[config.mk]
export PLATFORM = sky130hd
export DESIGN_NAME = branch_predictor
export DESIGN_NICKNAME = d
export VERILOG_FILES = /design/src/design/bpred_pkg.sv /design/src/design/bht.sv /design/src/design/btb.sv /design/src/design/ras.sv /design/src/design/branch_predictor.sv
export VERILOG_INCLUDE_DIRS = /design/src
export SDC_FILE = /design/constraint.sdc
export NUM_CORES = 1
export LEC_CHECK = 0
export BUFFER_PORTS_ARGS = -buffer_cell sky130_fd_sc_hd__buf_2
export CORE_ASPECT_RATIO = 1.25
export CORE_MARGIN = 3
export CORE_UTILIZATION = 45
export CTS_BUF_LIST = sky130_fd_sc_hd__clkbuf_16
export DETAILED_ROUTE_END_ITERATION = 6
export PLACE_DENSITY = 0.65
export RECOVER_POWER = 100
export SETUP_SLACK_MARGIN = 0.1
export SKIP_LAST_GASP = 1
export SYNTH_ARGS = -nofsm -noshare
export SYNTH_HDL_FRONTEND = slang
export SYNTH_SLANG_ARGS = --single-unit
[constraint.sdc]
create_clock -name clk_i -period 3.71 [get_ports clk_i]
set_input_delay 0.371 -clock clk_i [delete_from_list [all_inputs] [get_ports clk_i]]
set_output_delay 0.371 -clock clk_i [all_outputs]
set_load 0.01 [all_outputs]
[src/bpred_consts.svh]
`ifndef BPRED_CONSTS_SVH
`define BPRED_CONSTS_SVH

// ------------------------------------------------------------
// branch prediction sizing
// ------------------------------------------------------------

// virtual address width
`define BP_VLEN 32

// halfword slots covered by one fetch address
`define BP_INSTR_PER_FETCH 2

// history table entries, split into rows of BP_INSTR_PER_FETCH
`define BP_BHT_ENTRIES 64

// target buffer entries, direct mapped
`define BP_BTB_ENTRIES 16

// return address stack depth
`define BP_RAS_DEPTH 4

`endif

[src/design/bpred_pkg.sv]
`include "bpred_consts.svh"

package bpred_pkg;

  // ------------------------------------------------------------
  // address types
  // ------------------------------------------------------------

  // one virtual address
  typedef logic [`BP_VLEN-1:0] vaddr_t;

  // one address per fetch slot, slot 0 in the low bits
  typedef logic [`BP_INSTR_PER_FETCH*`BP_VLEN-1:0] slot_addr_t;

  // ------------------------------------------------------------
  // prediction types
  // ------------------------------------------------------------

  // two bit saturating counter, upper bit means taken
  typedef logic [1:0] sat_cnt_t;

  // one bit per fetch slot
  typedef logic [`BP_INSTR_PER_FETCH-1:0] slot_mask_t;

endpackage

[src/design/bht.sv]
`timescale 1ns/1ps

`include "bpred_consts.svh"

// branch history table
// two bit saturating counters, one prediction per halfword slot
module bht #(
  parameter int unsigned NR_ENTRIES = `BP_BHT_ENTRIES
) (
  input  logic                  clk_i,
  input  logic                  rst_ni,
  input  logic                  flush_i,
  input  logic                  debug_mode_i,
  input  bpred_pkg::vaddr_t     vpc_i,
  input  logic                  bht_update_valid_i,
  input  bpred_pkg::vaddr_t     bht_update_pc_i,
  input  logic                  bht_update_taken_i,
  output bpred_pkg::slot_mask_t bht_valid_o,
  output bpred_pkg::slot_mask_t bht_taken_o
);

  localparam int unsigned NR_SLOTS = `BP_INSTR_PER_FETCH;
  localparam int unsigned NR_ROWS = NR_ENTRIES / NR_SLOTS;
  // bit 0 of a halfword address is always zero
  localparam int unsigned OFFSET = 1;
  localparam int unsigned SLOT_BITS = $clog2(NR_SLOTS);
  localparam int unsigned ROW_BITS = $clog2(NR_ROWS);
  // highest address bit taking part in indexing, plus one
  localparam int unsigned PRED_BITS = ROW_BITS + SLOT_BITS + OFFSET;

  // ------------------------------------------------------------
  // storage
  // ------------------------------------------------------------

  logic                valid_q [NR_ROWS][NR_SLOTS];
  bpred_pkg::sat_cnt_t cnt_q   [NR_ROWS][NR_SLOTS];

  logic [ROW_BITS-1:0]  lookup_row;
  logic [ROW_BITS-1:0]  update_row;
  logic [SLOT_BITS-1:0] update_slot;
  logic                 update_en;
  bpred_pkg::sat_cnt_t  cnt_cur;
  bpred_pkg::sat_cnt_t  cnt_next;

  // row from the upper pc bits, slot from pc bit 1
  assign lookup_row  = vpc_i[PRED_BITS-1:SLOT_BITS+OFFSET];
  assign update_row  = bht_update_pc_i[PRED_BITS-1:SLOT_BITS+OFFSET];
  assign update_slot = bht_update_pc_i[SLOT_BITS+OFFSET-1:OFFSET];

  // no learning while the core is halted in debug
  assign update_en = bht_update_valid_i & ~debug_mode_i;

  // ------------------------------------------------------------
  // lookup, both slots of one row at once
  // ------------------------------------------------------------

  for (genvar i = 0; i < NR_SLOTS; i++) begin : gen_lookup
    assign bht_valid_o[i] = valid_q[lookup_row][i];
    assign bht_taken_o[i] = cnt_q[lookup_row][i][1];
  end

  // ------------------------------------------------------------
  // counter update for the single resolved entry
  // ------------------------------------------------------------

  assign cnt_cur = cnt_q[update_row][update_slot];

  always_comb begin
    cnt_next = cnt_cur;
    if (bht_update_taken_i) begin
      // saturate at strongly taken
      if (cnt_cur != 2'b11) begin
        cnt_next = cnt_cur + 2'd1;
      end
    end else begin
      // saturate at strongly not taken
      if (cnt_cur != 2'b00) begin
        cnt_next = cnt_cur - 2'd1;
      end
    end
  end

  always_ff @(posedge clk_i or negedge rst_ni) begin
    if (!rst_ni) begin
      for (int r = 0; r < NR_ROWS; r++) begin
        for (int s = 0; s < NR_SLOTS; s++) begin
          valid_q[r][s] <= 1'b0;
          cnt_q[r][s]   <= 2'b00;
        end
      end
    end else if (flush_i) begin
      // evict everything, counters restart weakly taken
      for (int r = 0; r < NR_ROWS; r++) begin
        for (int s = 0; s < NR_SLOTS; s++) begin
          valid_q[r][s] <= 1'b0;
          cnt_q[r][s]   <= 2'b10;
        end
      end
    end else if (update_en) begin
      valid_q[update_row][update_slot] <= 1'b1;
      cnt_q[update_row][update_slot]   <= cnt_next;
    end
  end

  // ------------------------------------------------------------
  // checks
  // ------------------------------------------------------------

  // resolved branches come from the back end on halfword boundaries
  a_update_pc_aligned : assert property (
    @(posedge clk_i) disable iff (!rst_ni)
    bht_update_valid_i |-> !bht_update_pc_i[0]
  ) else $error("bht update pc is not halfword aligned");

endmodule

[src/design/btb.sv]
`timescale 1ns/1ps

`include "bpred_consts.svh"

// direct mapped branch target buffer, one target per halfword slot
module btb #(
  parameter int unsigned NR_ENTRIES = `BP_BTB_ENTRIES
) (
  input  logic                  clk_i,
  input  logic                  rst_ni,
  input  logic                  flush_i,
  input  logic                  debug_mode_i,
  input  bpred_pkg::vaddr_t     vpc_i,
  input  logic                  btb_update_valid_i,
  input  bpred_pkg::vaddr_t     btb_update_pc_i,
  input  bpred_pkg::vaddr_t     btb_update_target_i,
  output bpred_pkg::slot_mask_t btb_valid_o,
  output bpred_pkg::slot_addr_t btb_target_o
);

  localparam int unsigned NR_SLOTS = `BP_INSTR_PER_FETCH;
  localparam int unsigned VLEN = `BP_VLEN;
  localparam int unsigned OFFSET = 1;
  localparam int unsigned SLOT_BITS = $clog2(NR_SLOTS);
  localparam int unsigned IDX_BITS = $clog2(NR_ENTRIES);
  localparam int unsigned ROW_BITS = IDX_BITS - SLOT_BITS;

  // ------------------------------------------------------------
  // storage
  // ------------------------------------------------------------

  logic [NR_ENTRIES-1:0] valid_q;
  bpred_pkg::vaddr_t     target_q [NR_ENTRIES];

  logic [ROW_BITS-1:0] lookup_row;
  logic [IDX_BITS-1:0] update_idx;
  logic                update_en;

  // entry index is {row, slot}, so pc bits above bit 0 map straight in
  assign lookup_row = vpc_i[IDX_BITS+OFFSET-1:SLOT_BITS+OFFSET];
  assign update_idx = btb_update_pc_i[IDX_BITS+OFFSET-1:OFFSET];

  // a flush in the same cycle wins over the update
  assign update_en = btb_update_valid_i & ~debug_mode_i & ~flush_i;

  // ------------------------------------------------------------
  // lookup
  // ------------------------------------------------------------

  for (genvar i = 0; i < NR_SLOTS; i++) begin : gen_lookup
    logic [IDX_BITS-1:0] slot_idx;

    assign slot_idx = {lookup_row, SLOT_BITS'(i)};
    assign btb_valid_o[i] = valid_q[slot_idx];
    assign btb_target_o[i*VLEN +: VLEN] = target_q[slot_idx];
  end

  // ------------------------------------------------------------
  // update
  // ------------------------------------------------------------

  always_ff @(posedge clk_i or negedge rst_ni) begin
    if (!rst_ni) begin
      valid_q <= '0;
    end else if (flush_i) begin
      valid_q <= '0;
    end else if (update_en) begin
      valid_q[update_idx] <= 1'b1;
    end
  end

  always_ff @(posedge clk_i) begin
    if (update_en) begin
      target_q[update_idx] <= btb_update_target_i;
    end
  end

  // ------------------------------------------------------------
  // checks
  // ------------------------------------------------------------

  // jump targets land on halfword boundaries with compressed code
  a_update_target_aligned : assert property (
    @(posedge clk_i) disable iff (!rst_ni)
    btb_update_valid_i |-> !btb_update_target_i[0]
  ) else $error("btb update target is not halfword aligned");

endmodule

[src/design/ras.sv]
`timescale 1ns/1ps

`include "bpred_consts.svh"

// return address stack, entry 0 is the top
module ras #(
  parameter int unsigned DEPTH = `BP_RAS_DEPTH
) (
  input  logic              clk_i,
  input  logic              rst_ni,
  input  logic              ras_push_i,
  input  logic              ras_pop_i,
  input  bpred_pkg::vaddr_t ras_push_addr_i,
  output logic              ras_valid_o,
  output bpred_pkg::vaddr_t ras_addr_o
);

  logic [DEPTH-1:0]  valid_q;
  logic [DEPTH-1:0]  valid_d;
  bpred_pkg::vaddr_t addr_q [DEPTH];
  bpred_pkg::vaddr_t addr_d [DEPTH];

  // ------------------------------------------------------------
  // next stack contents
  // ------------------------------------------------------------

  always_comb begin
    valid_d = valid_q;
    addr_d  = addr_q;
    if (ras_push_i && ras_pop_i) begin
      // return followed by a call, overwrite the top in place
      valid_d[0] = 1'b1;
      addr_d[0]  = ras_push_addr_i;
    end else if (ras_push_i) begin
      // shift down, the oldest entry falls off the bottom
      valid_d   = {valid_q[DEPTH-2:0], 1'b1};
      addr_d[0] = ras_push_addr_i;
      for (int i = 1; i < DEPTH; i++) begin
        addr_d[i] = addr_q[i-1];
      end
    end else if (ras_pop_i && valid_q[0]) begin
      // shift up and free the last slot
      valid_d = {1'b0, valid_q[DEPTH-1:1]};
      for (int i = 0; i < DEPTH - 1; i++) begin
        addr_d[i] = addr_q[i+1];
      end
      addr_d[DEPTH-1] = '0;
    end
  end

  always_ff @(posedge clk_i or negedge rst_ni) begin
    if (!rst_ni) begin
      valid_q <= '0;
      for (int i = 0; i < DEPTH; i++) begin
        addr_q[i] <= '0;
      end
    end else begin
      valid_q <= valid_d;
      addr_q  <= addr_d;
    end
  end

  assign ras_valid_o = valid_q[0];
  assign ras_addr_o  = addr_q[0];

  // ------------------------------------------------------------
  // checks
  // ------------------------------------------------------------

  // valid entries form one run starting at the top, i.e. 0..011..1
  a_valid_contiguous : assert property (
    @(posedge clk_i) disable iff (!rst_ni)
    (valid_q & (valid_q + 1'b1)) == '0
  ) else $error("ras valid bits have a hole");

endmodule

[src/design/branch_predictor.sv]
`timescale 1ns/1ps

`include "bpred_consts.svh"

// branch prediction block of the fetch stage
// each predictor reports its own result, selection happens downstream
module branch_predictor (
  input  logic                  clk_i,
  input  logic                  rst_ni,
  input  logic                  flush_i,
  input  logic                  debug_mode_i,
  input  bpred_pkg::vaddr_t     vpc_i,
  // history table update from the back end
  input  logic                  bht_update_valid_i,
  input  bpred_pkg::vaddr_t     bht_update_pc_i,
  input  logic                  bht_update_taken_i,
  // target buffer update from the back end
  input  logic                  btb_update_valid_i,
  input  bpred_pkg::vaddr_t     btb_update_pc_i,
  input  bpred_pkg::vaddr_t     btb_update_target_i,
  // call and return tracking
  input  logic                  ras_push_i,
  input  logic                  ras_pop_i,
  input  bpred_pkg::vaddr_t     ras_push_addr_i,
  // predictions
  output bpred_pkg::slot_mask_t bht_valid_o,
  output bpred_pkg::slot_mask_t bht_taken_o,
  output bpred_pkg::slot_mask_t btb_valid_o,
  output bpred_pkg::slot_addr_t btb_target_o,
  output logic                  ras_valid_o,
  output bpred_pkg::vaddr_t     ras_addr_o
);

  // ------------------------------------------------------------
  // direction
  // ------------------------------------------------------------

  bht #(
    .NR_ENTRIES (`BP_BHT_ENTRIES)
  ) u_bht (
    .clk_i              (clk_i),
    .rst_ni             (rst_ni),
    .flush_i            (flush_i),
    .debug_mode_i       (debug_mode_i),
    .vpc_i              (vpc_i),
    .bht_update_valid_i (bht_update_valid_i),
    .bht_update_pc_i    (bht_update_pc_i),
    .bht_update_taken_i (bht_update_taken_i),
    .bht_valid_o        (bht_valid_o),
    .bht_taken_o        (bht_taken_o)
  );

  // ------------------------------------------------------------
  // targets
  // ------------------------------------------------------------

  btb #(
    .NR_ENTRIES (`BP_BTB_ENTRIES)
  ) u_btb (
    .clk_i               (clk_i),
    .rst_ni              (rst_ni),
    .flush_i             (flush_i),
    .debug_mode_i        (debug_mode_i),
    .vpc_i               (vpc_i),
    .btb_update_valid_i  (btb_update_valid_i),
    .btb_update_pc_i     (btb_update_pc_i),
    .btb_update_target_i (btb_update_target_i),
    .btb_valid_o         (btb_valid_o),
    .btb_target_o        (btb_target_o)
  );

  // return addresses are not flushed, they follow the call nesting
  ras #(
    .DEPTH (`BP_RAS_DEPTH)
  ) u_ras (
    .clk_i           (clk_i),
    .rst_ni          (rst_ni),
    .ras_push_i      (ras_push_i),
    .ras_pop_i       (ras_pop_i),
    .ras_push_addr_i (ras_push_addr_i),
    .ras_valid_o     (ras_valid_o),
    .ras_addr_o      (ras_addr_o)
  );

endmodule

; After elaboration in Yosys (flattened, before gate mapping)
; Memory sizes are Yosys's and may differ from the RTL's.
; Index checks and enable logic that the tools add are counted.
[word_totals]
regBits = 340
latch_bits = 0
ram_bits = 512
rom_bits = 0
elab_cells = 214
memories = 1
[memory_table]
columns = name, words, width, read_ports, rd_ports_with_merged_regs, wr, line_no
row1 = u_btb.target_q, 16, 32, 2, 0, 1, btb.sv:33  ; bpred_pkg::vaddr_t target_q [NR_ENTRIES];
[classes]
addsub = 2
mul = 0
div_mod_pow = 0
magnitude_cmp = 9
n_eq_ne = 1
shifts = 0
mux = 44
bitwise = 11
n_reduce_logical = 11
[op_table]
columns = cell, n
row1 = $mux W128, 4
row2 = $bwmux W128, 1
row3 = $mux W64, 2
row4 = $or A64 B64 Y64, 1
row5 = $bmux W4 S5, 2
row6 = $mux W16, 2
row7 = $mux W32, 1
row8 = $mux W4, 7
row9 = $demux W4 S5, 1
row10 = $mux W2, 10
row11 = $or A16 B16 Y16, 1
row12 = $lt A4 B5 Y1 const B, 3
row13 = $ge A6 B6 Y1 const B, 2
row14 = $not A5 Y6, 2
row15 = $bmux W2 S5, 1
row16 = $demux W2 S5, 1
row17 = $reduce_bool A2 Y1, 4
row18 = $mux W1, 7
row19 = $bmux W1 S3, 2
row20 = $lt A6 B1 Y1 const B, 1
row21 = $logic_and A1 B1 Y1, 5
row22 = $demux W1 S4, 1
row23 = $ge A4 B1 Y1 const B, 1
row24 = $and A1 B1 Y1, 3
row25 = other kinds (11), 13

; Depth between registers and ports, before layout
[depth]
ltp_word = 13
mapped_depth = 12
mapped_depth_nobuf = 7

; Hierarchy
; A second synthesis with hierarchy kept.
[unflattened]
hier_cells = 2691
hier_area_um2 = 38306.7
[by_module_without_submodules]
columns = mod, n_inst, cells_per_inst, area_each_um2, seq_area_each_um2
row1 = btb, 1, 827, 20033.0, 15775.1
row2 = bht, 1, 1177, 11339.6, 4804.6
row3 = ras, 1, 687, 6934.2, 3303.2

; Worst setup path after synthesis
; Ideal clock, no wire load.
[synth_timing]
path_kind = input to register
startpoint = in flush_i
endpoint = mem u_btb.target_q[0][0] in the netlist's numbering, enable pin
t_arrival_ns = 2.481
required_time_ns = 3.289
path_slack_ns = 0.808
stages = 5
n_path_buf = 2
cell_sequence = clkbuf_1 -> nor4b_1 -> nand2b_1 -> clkbuf_1 -> nor2_1
[synth_between]
elab_chain_cells = 4
[synth_rtl]
columns = item, line_no
row1 = from (decl), branch_predictor.sv:10  ; input logic flush_i,
row2 = $not A1 Y1, btb.sv:44  ; assign update_en = btb_update_valid_i & ~debug_mode_i & ~flush_i;
row3 = $and A1 B1 Y1, btb.sv:44
row4 = $mux W1, btb.sv:73  ; if (update_en) begin
row5 = $mux W1 (not written as such), btb.sv:74  ; target_q[update_idx] <= btb_update_target_i;
row6 = to (decl), btb.sv:33
; No other way between the ends.

; Final worst setup path
[layout_timing]
startpoint = in bht_update_pc_i[3]
endpoint = reg u_bht.cnt_q[9] in the netlist's numbering
[layout_between]
elab_chain_cells = 13
word_cells_on_any_way = 22
classes_between = add/sub (2) / order compare (2) / eq/ne (1) / mux (14) / bitwise (1) / reduce/logical (2)
[layout_rtl]
columns = item, line_no
row1 = from (decl), branch_predictor.sv:15  ; input bpred_pkg::vaddr_t bht_update_pc_i,
row2 = $not A5 Y6 (not written as such) *, "bht.sv:66, bht.sv:101"
row3 = $bmux W4 S5, bht.sv:66  ; assign cnt_cur = cnt_q[update_row][update_slot];
row4 = $mux W4 (not written as such) (2 in series), bht.sv:66
row5 = $mux W2 (not written as such) (3 in series), bht.sv:66
row6 = $sub A2 B1 Y2 (tied with other cells), bht.sv:78  ; cnt_next = cnt_cur - 2'd1;
row7 = $mux W2 (on tied branches), "bht.sv:77, bht.sv:72"
row8 = $mux W2, bht.sv:70  ; if (bht_update_taken_i) begin
row9 = $bwmux W128 *, bht.sv:101  ; cnt_q[update_row][update_slot] <= cnt_next;
row10 = $mux W128 *, bht.sv:99  ; end else if (update_en) begin
row11 = $mux W128 *, bht.sv:91  ; end else if (flush_i) begin
row12 = "to (signal, indexed assignment)", bht.sv:101
row13 = to (decl), bht.sv:36  ; bpred_pkg::sat_cnt_t cnt_q [NR_ROWS][NR_SLOTS];
; Every way passes the cells marked *; elsewhere a longest branch is shown, timed or not. The select of a mux whose other input is x is not followed.
; A chain may end at the register's enable or synchronous reset.

==> reports/results.txt <==
status = finished, violations left
failing checks = capacitance limit, slew limit
Async S/R FF share, synth = 39.9%
Iter 0 DRT Violations = 1982
post-route ant nets = 0
Post-CTS Setup Inserts = 0
CTS root buf = clkbuf_16
initial antenna violation count = 7
Most common cell on crit path = a22o_1
Yosys reg bits = 852
fin nets = 2868
relative slew slack = -83.1%
CTS buffer count = 85
IO Port Bufs = 190
unrepaired setup endpoints after global routing = no
critical path capture point type = register
detailed-route wire length per cell = 25.1 microns
Syn Area/Cell = 14.9 sq um
Cell Chain, Critical Path = clkbuf_1, buf_4, mux4_2, a22o_1, a41oi_1, a22o_1, nor2b_1, buf_12, a222oi_1
Max stage delay on crit path = 0.79 ns
Via density = 5.90
Die Wd = 261 microns
Total GRT Usage = 22.8%
maximum VDD drop = 0.424 mV
largest cells by area after synthesis = edfxtp_1, dfrtp_1, mux4_2
Leakage Power = 15.0 nW
Setup CP Type = in2reg
final period utilization = 88.5%
Worst-Skew Late Latency = 0.64 ns
commonest non-fill, non-tap cell in the layout = edfxtp_1
Area Overhead vs Synth = 14.1%
most frequent cells in the layout = edfxtp_1, dfrtp_1, nand2_1, mux4_2, o21ai_0
Core Rows = 116
first drt pass iteration count = 5
worst-path maximum fanout = 48
Synth cell types = 62
Arr. time, crit path = 3.73 ns
clock-pin slew on the worst setup and hold paths = 0.06 ns
Sequential Power Share = 52.0%
Core ar. = 80400 sq um
setup TNS = 0 ns
Cell Int Power = 15.6 mW
Die Y = 325 microns
Worst setup SP type = primary input
Switch Pwr = 4.78 mW
initial core utilization = 45.6%
CTS H-tree lvls = 3
register area share after synthesis = 65.2%
I/O Pins = 272
Period minus WS final = 3.28 ns
HPWL after DPL = 60.6 mm
TritonCTS clock tree = done
share of cells above drive strength 1 = 20.2%
final setup fails = 0
Final GP Congestion = 0.973
Worst Path Required = 4.15 ns
fin. max-slew vios = 197
logic gate share of total power = 8.1%
final core utilization = 52.0%
Clock power frac = 39.9%
post-synth net total = 2630
clock tree sinks = 852
drc violations = 0
worst slew pin tran = 2.75 ns
Mapped Cells = 2461
WHS = 0.126 ns
slowest CP cell = clkbuf_1
first-pass GRT wire length = 146 mm
Fin. Hold Viols = 0
vias in the first global route = 23200
synthesized area = 36600 sq um
ys flop type = edfxtp_1
total power = 20.4 mW
area leader, netlist = edfxtp_1
vias post-DR = 22600
die area = 84900 sq um
HP Class = in2reg
switching portion of total power = 23.5%
maxcap violations = 3
share of the synthesized area in the top cell type = 42.0%
Post-synth EDFFs = 512
clock tree buffer depth = 3
Yosys warnings = 0
Max Freq = 305 MHz
GRT overflow = 0
pin count of the biggest net entering global routing = 133
final WL = 96.0 mm
PD cells = 487 nW/um^2
Worst Skew = 0.0303 ns
final cells by class:
class | count | area [sq um]
Tap cell | 1062 | 1330
Timing Repair Buffer | 340 | 2080
Clock inverter | 64 | 463
Inverter | 91 | 342
Clock buffer | 85 | 2130
Sequential cell | 852 | 23900
Multi-Input combinational cell | 1329 | 11600
Fill cell | 6739 | 38600
Antenna cell | 6 | 15.0
Yosys cell counts, types with 58 or more instances:
| library cell | instances |
|---|---|
| mux4_2 | 188 |
| nand2_1 | 265 |
| mux2i_1 | 122 |
| o21ai_0 | 163 |
| a21oi_1 | 59 |
| nor2_1 | 125 |
| edfxtp_1 | 512 |
| nor2b_1 | 58 |
| a221oi_1 | 58 |
| dfrtp_1 | 340 |
| inv_1 | 90 |
| mux2_2 | 75 |
| o221ai_1 | 67 |
| clkbuf_1 | 93 |
per-layer routing:
metal	GRT usage (%)	routed length, microns	up-vias
met5	0	20	-
met2	37.4	47500	878
met3	4.65	6970	208
met1	29.8	37700	11600
li1	-	-	9885
met4	8.77	3830	2
cell families after synthesis:
logic type             after synthesis  share of synthesized area (%)
AOI/OAI and AO/OA                  433                           8.02
and+or+nand+nor                    511                           6.12
buffers and inverters              280                           3.48
DFF                                852                           65.2
muxes                              385                           17.2
critical path: cells and delay by family:
family / cells / cell delay (ns)
AO/OA/AOI/OAI: 4 / 1.13
buffers and inverters: 3 / 1.48
multiplexers: 1 / 0.35
AND/OR/NAND/NOR: 1 / 0.32
path summary, 6_finish.rpt:
path | start | to | slack (ns) | cells after the start
min reg2reg | u_bht.cnt_q[94] | u_bht.cnt_q[94] | 0.49 | 2
max in group asynchronous | rst_ni | u_bht.cnt_q[13] | 1.01 | 3
max reg2reg | u_ras.valid_q[0] | u_ras.valid_q[1] | 0.56 | 5
min in group asynchronous | rst_ni | u_bht.cnt_q[87] | 0.86 | 2
max | bht_update_pc_i[3] | u_bht.cnt_q[9] | 0.43 | 9
min | ras_pop_i | u_ras.valid_q[0] | 0.13 | 3
sequential cells by signal, summed over array words and instances (netlist names):
| register | flops |
|---|---|
| u_bht.cnt_q | 128 |
| u_bht.valid_q | 64 |
| u_btb.target_q | 512 |
| u_btb.valid_q | 16 |
| u_ras.addr_q | 96 |
| u_ras.ras_addr_o | 32 |
| u_ras.valid_q | 4 |
power by group through the flow:
stage	combinational [mW]	sequential [mW]	clock, mW
floorplan	1.08	10.7	0
global placement	1.61	10.8	0
detailed placement	1.66	10.8	0
CTS	1.70	10.6	8.33
global route	1.81	10.6	8.71
finish	1.64	10.6	8.12
through the flow:
step / worst slack [ns] / area [sq um] / instances
after floorplan: 0.808 / 36600 / 2461
after global placement: 0.295 / 39300 / 3641
after detailed placement: 0.299 / 39300 / 3641
after CTS: 0.736 / 42200 / 3823
after global routing: 0.356 / 41800 / 3824
final: 0.427 / 41800 / 3829
what timing repair did:
action,4_1_cts,5_1_grt
setup endpoints to repair,0,0
gates resized for setup,0,0
hold endpoints to repair,99,0
hold buffers,33,0
Note: power is estimated with default switching activity, not from simulation.
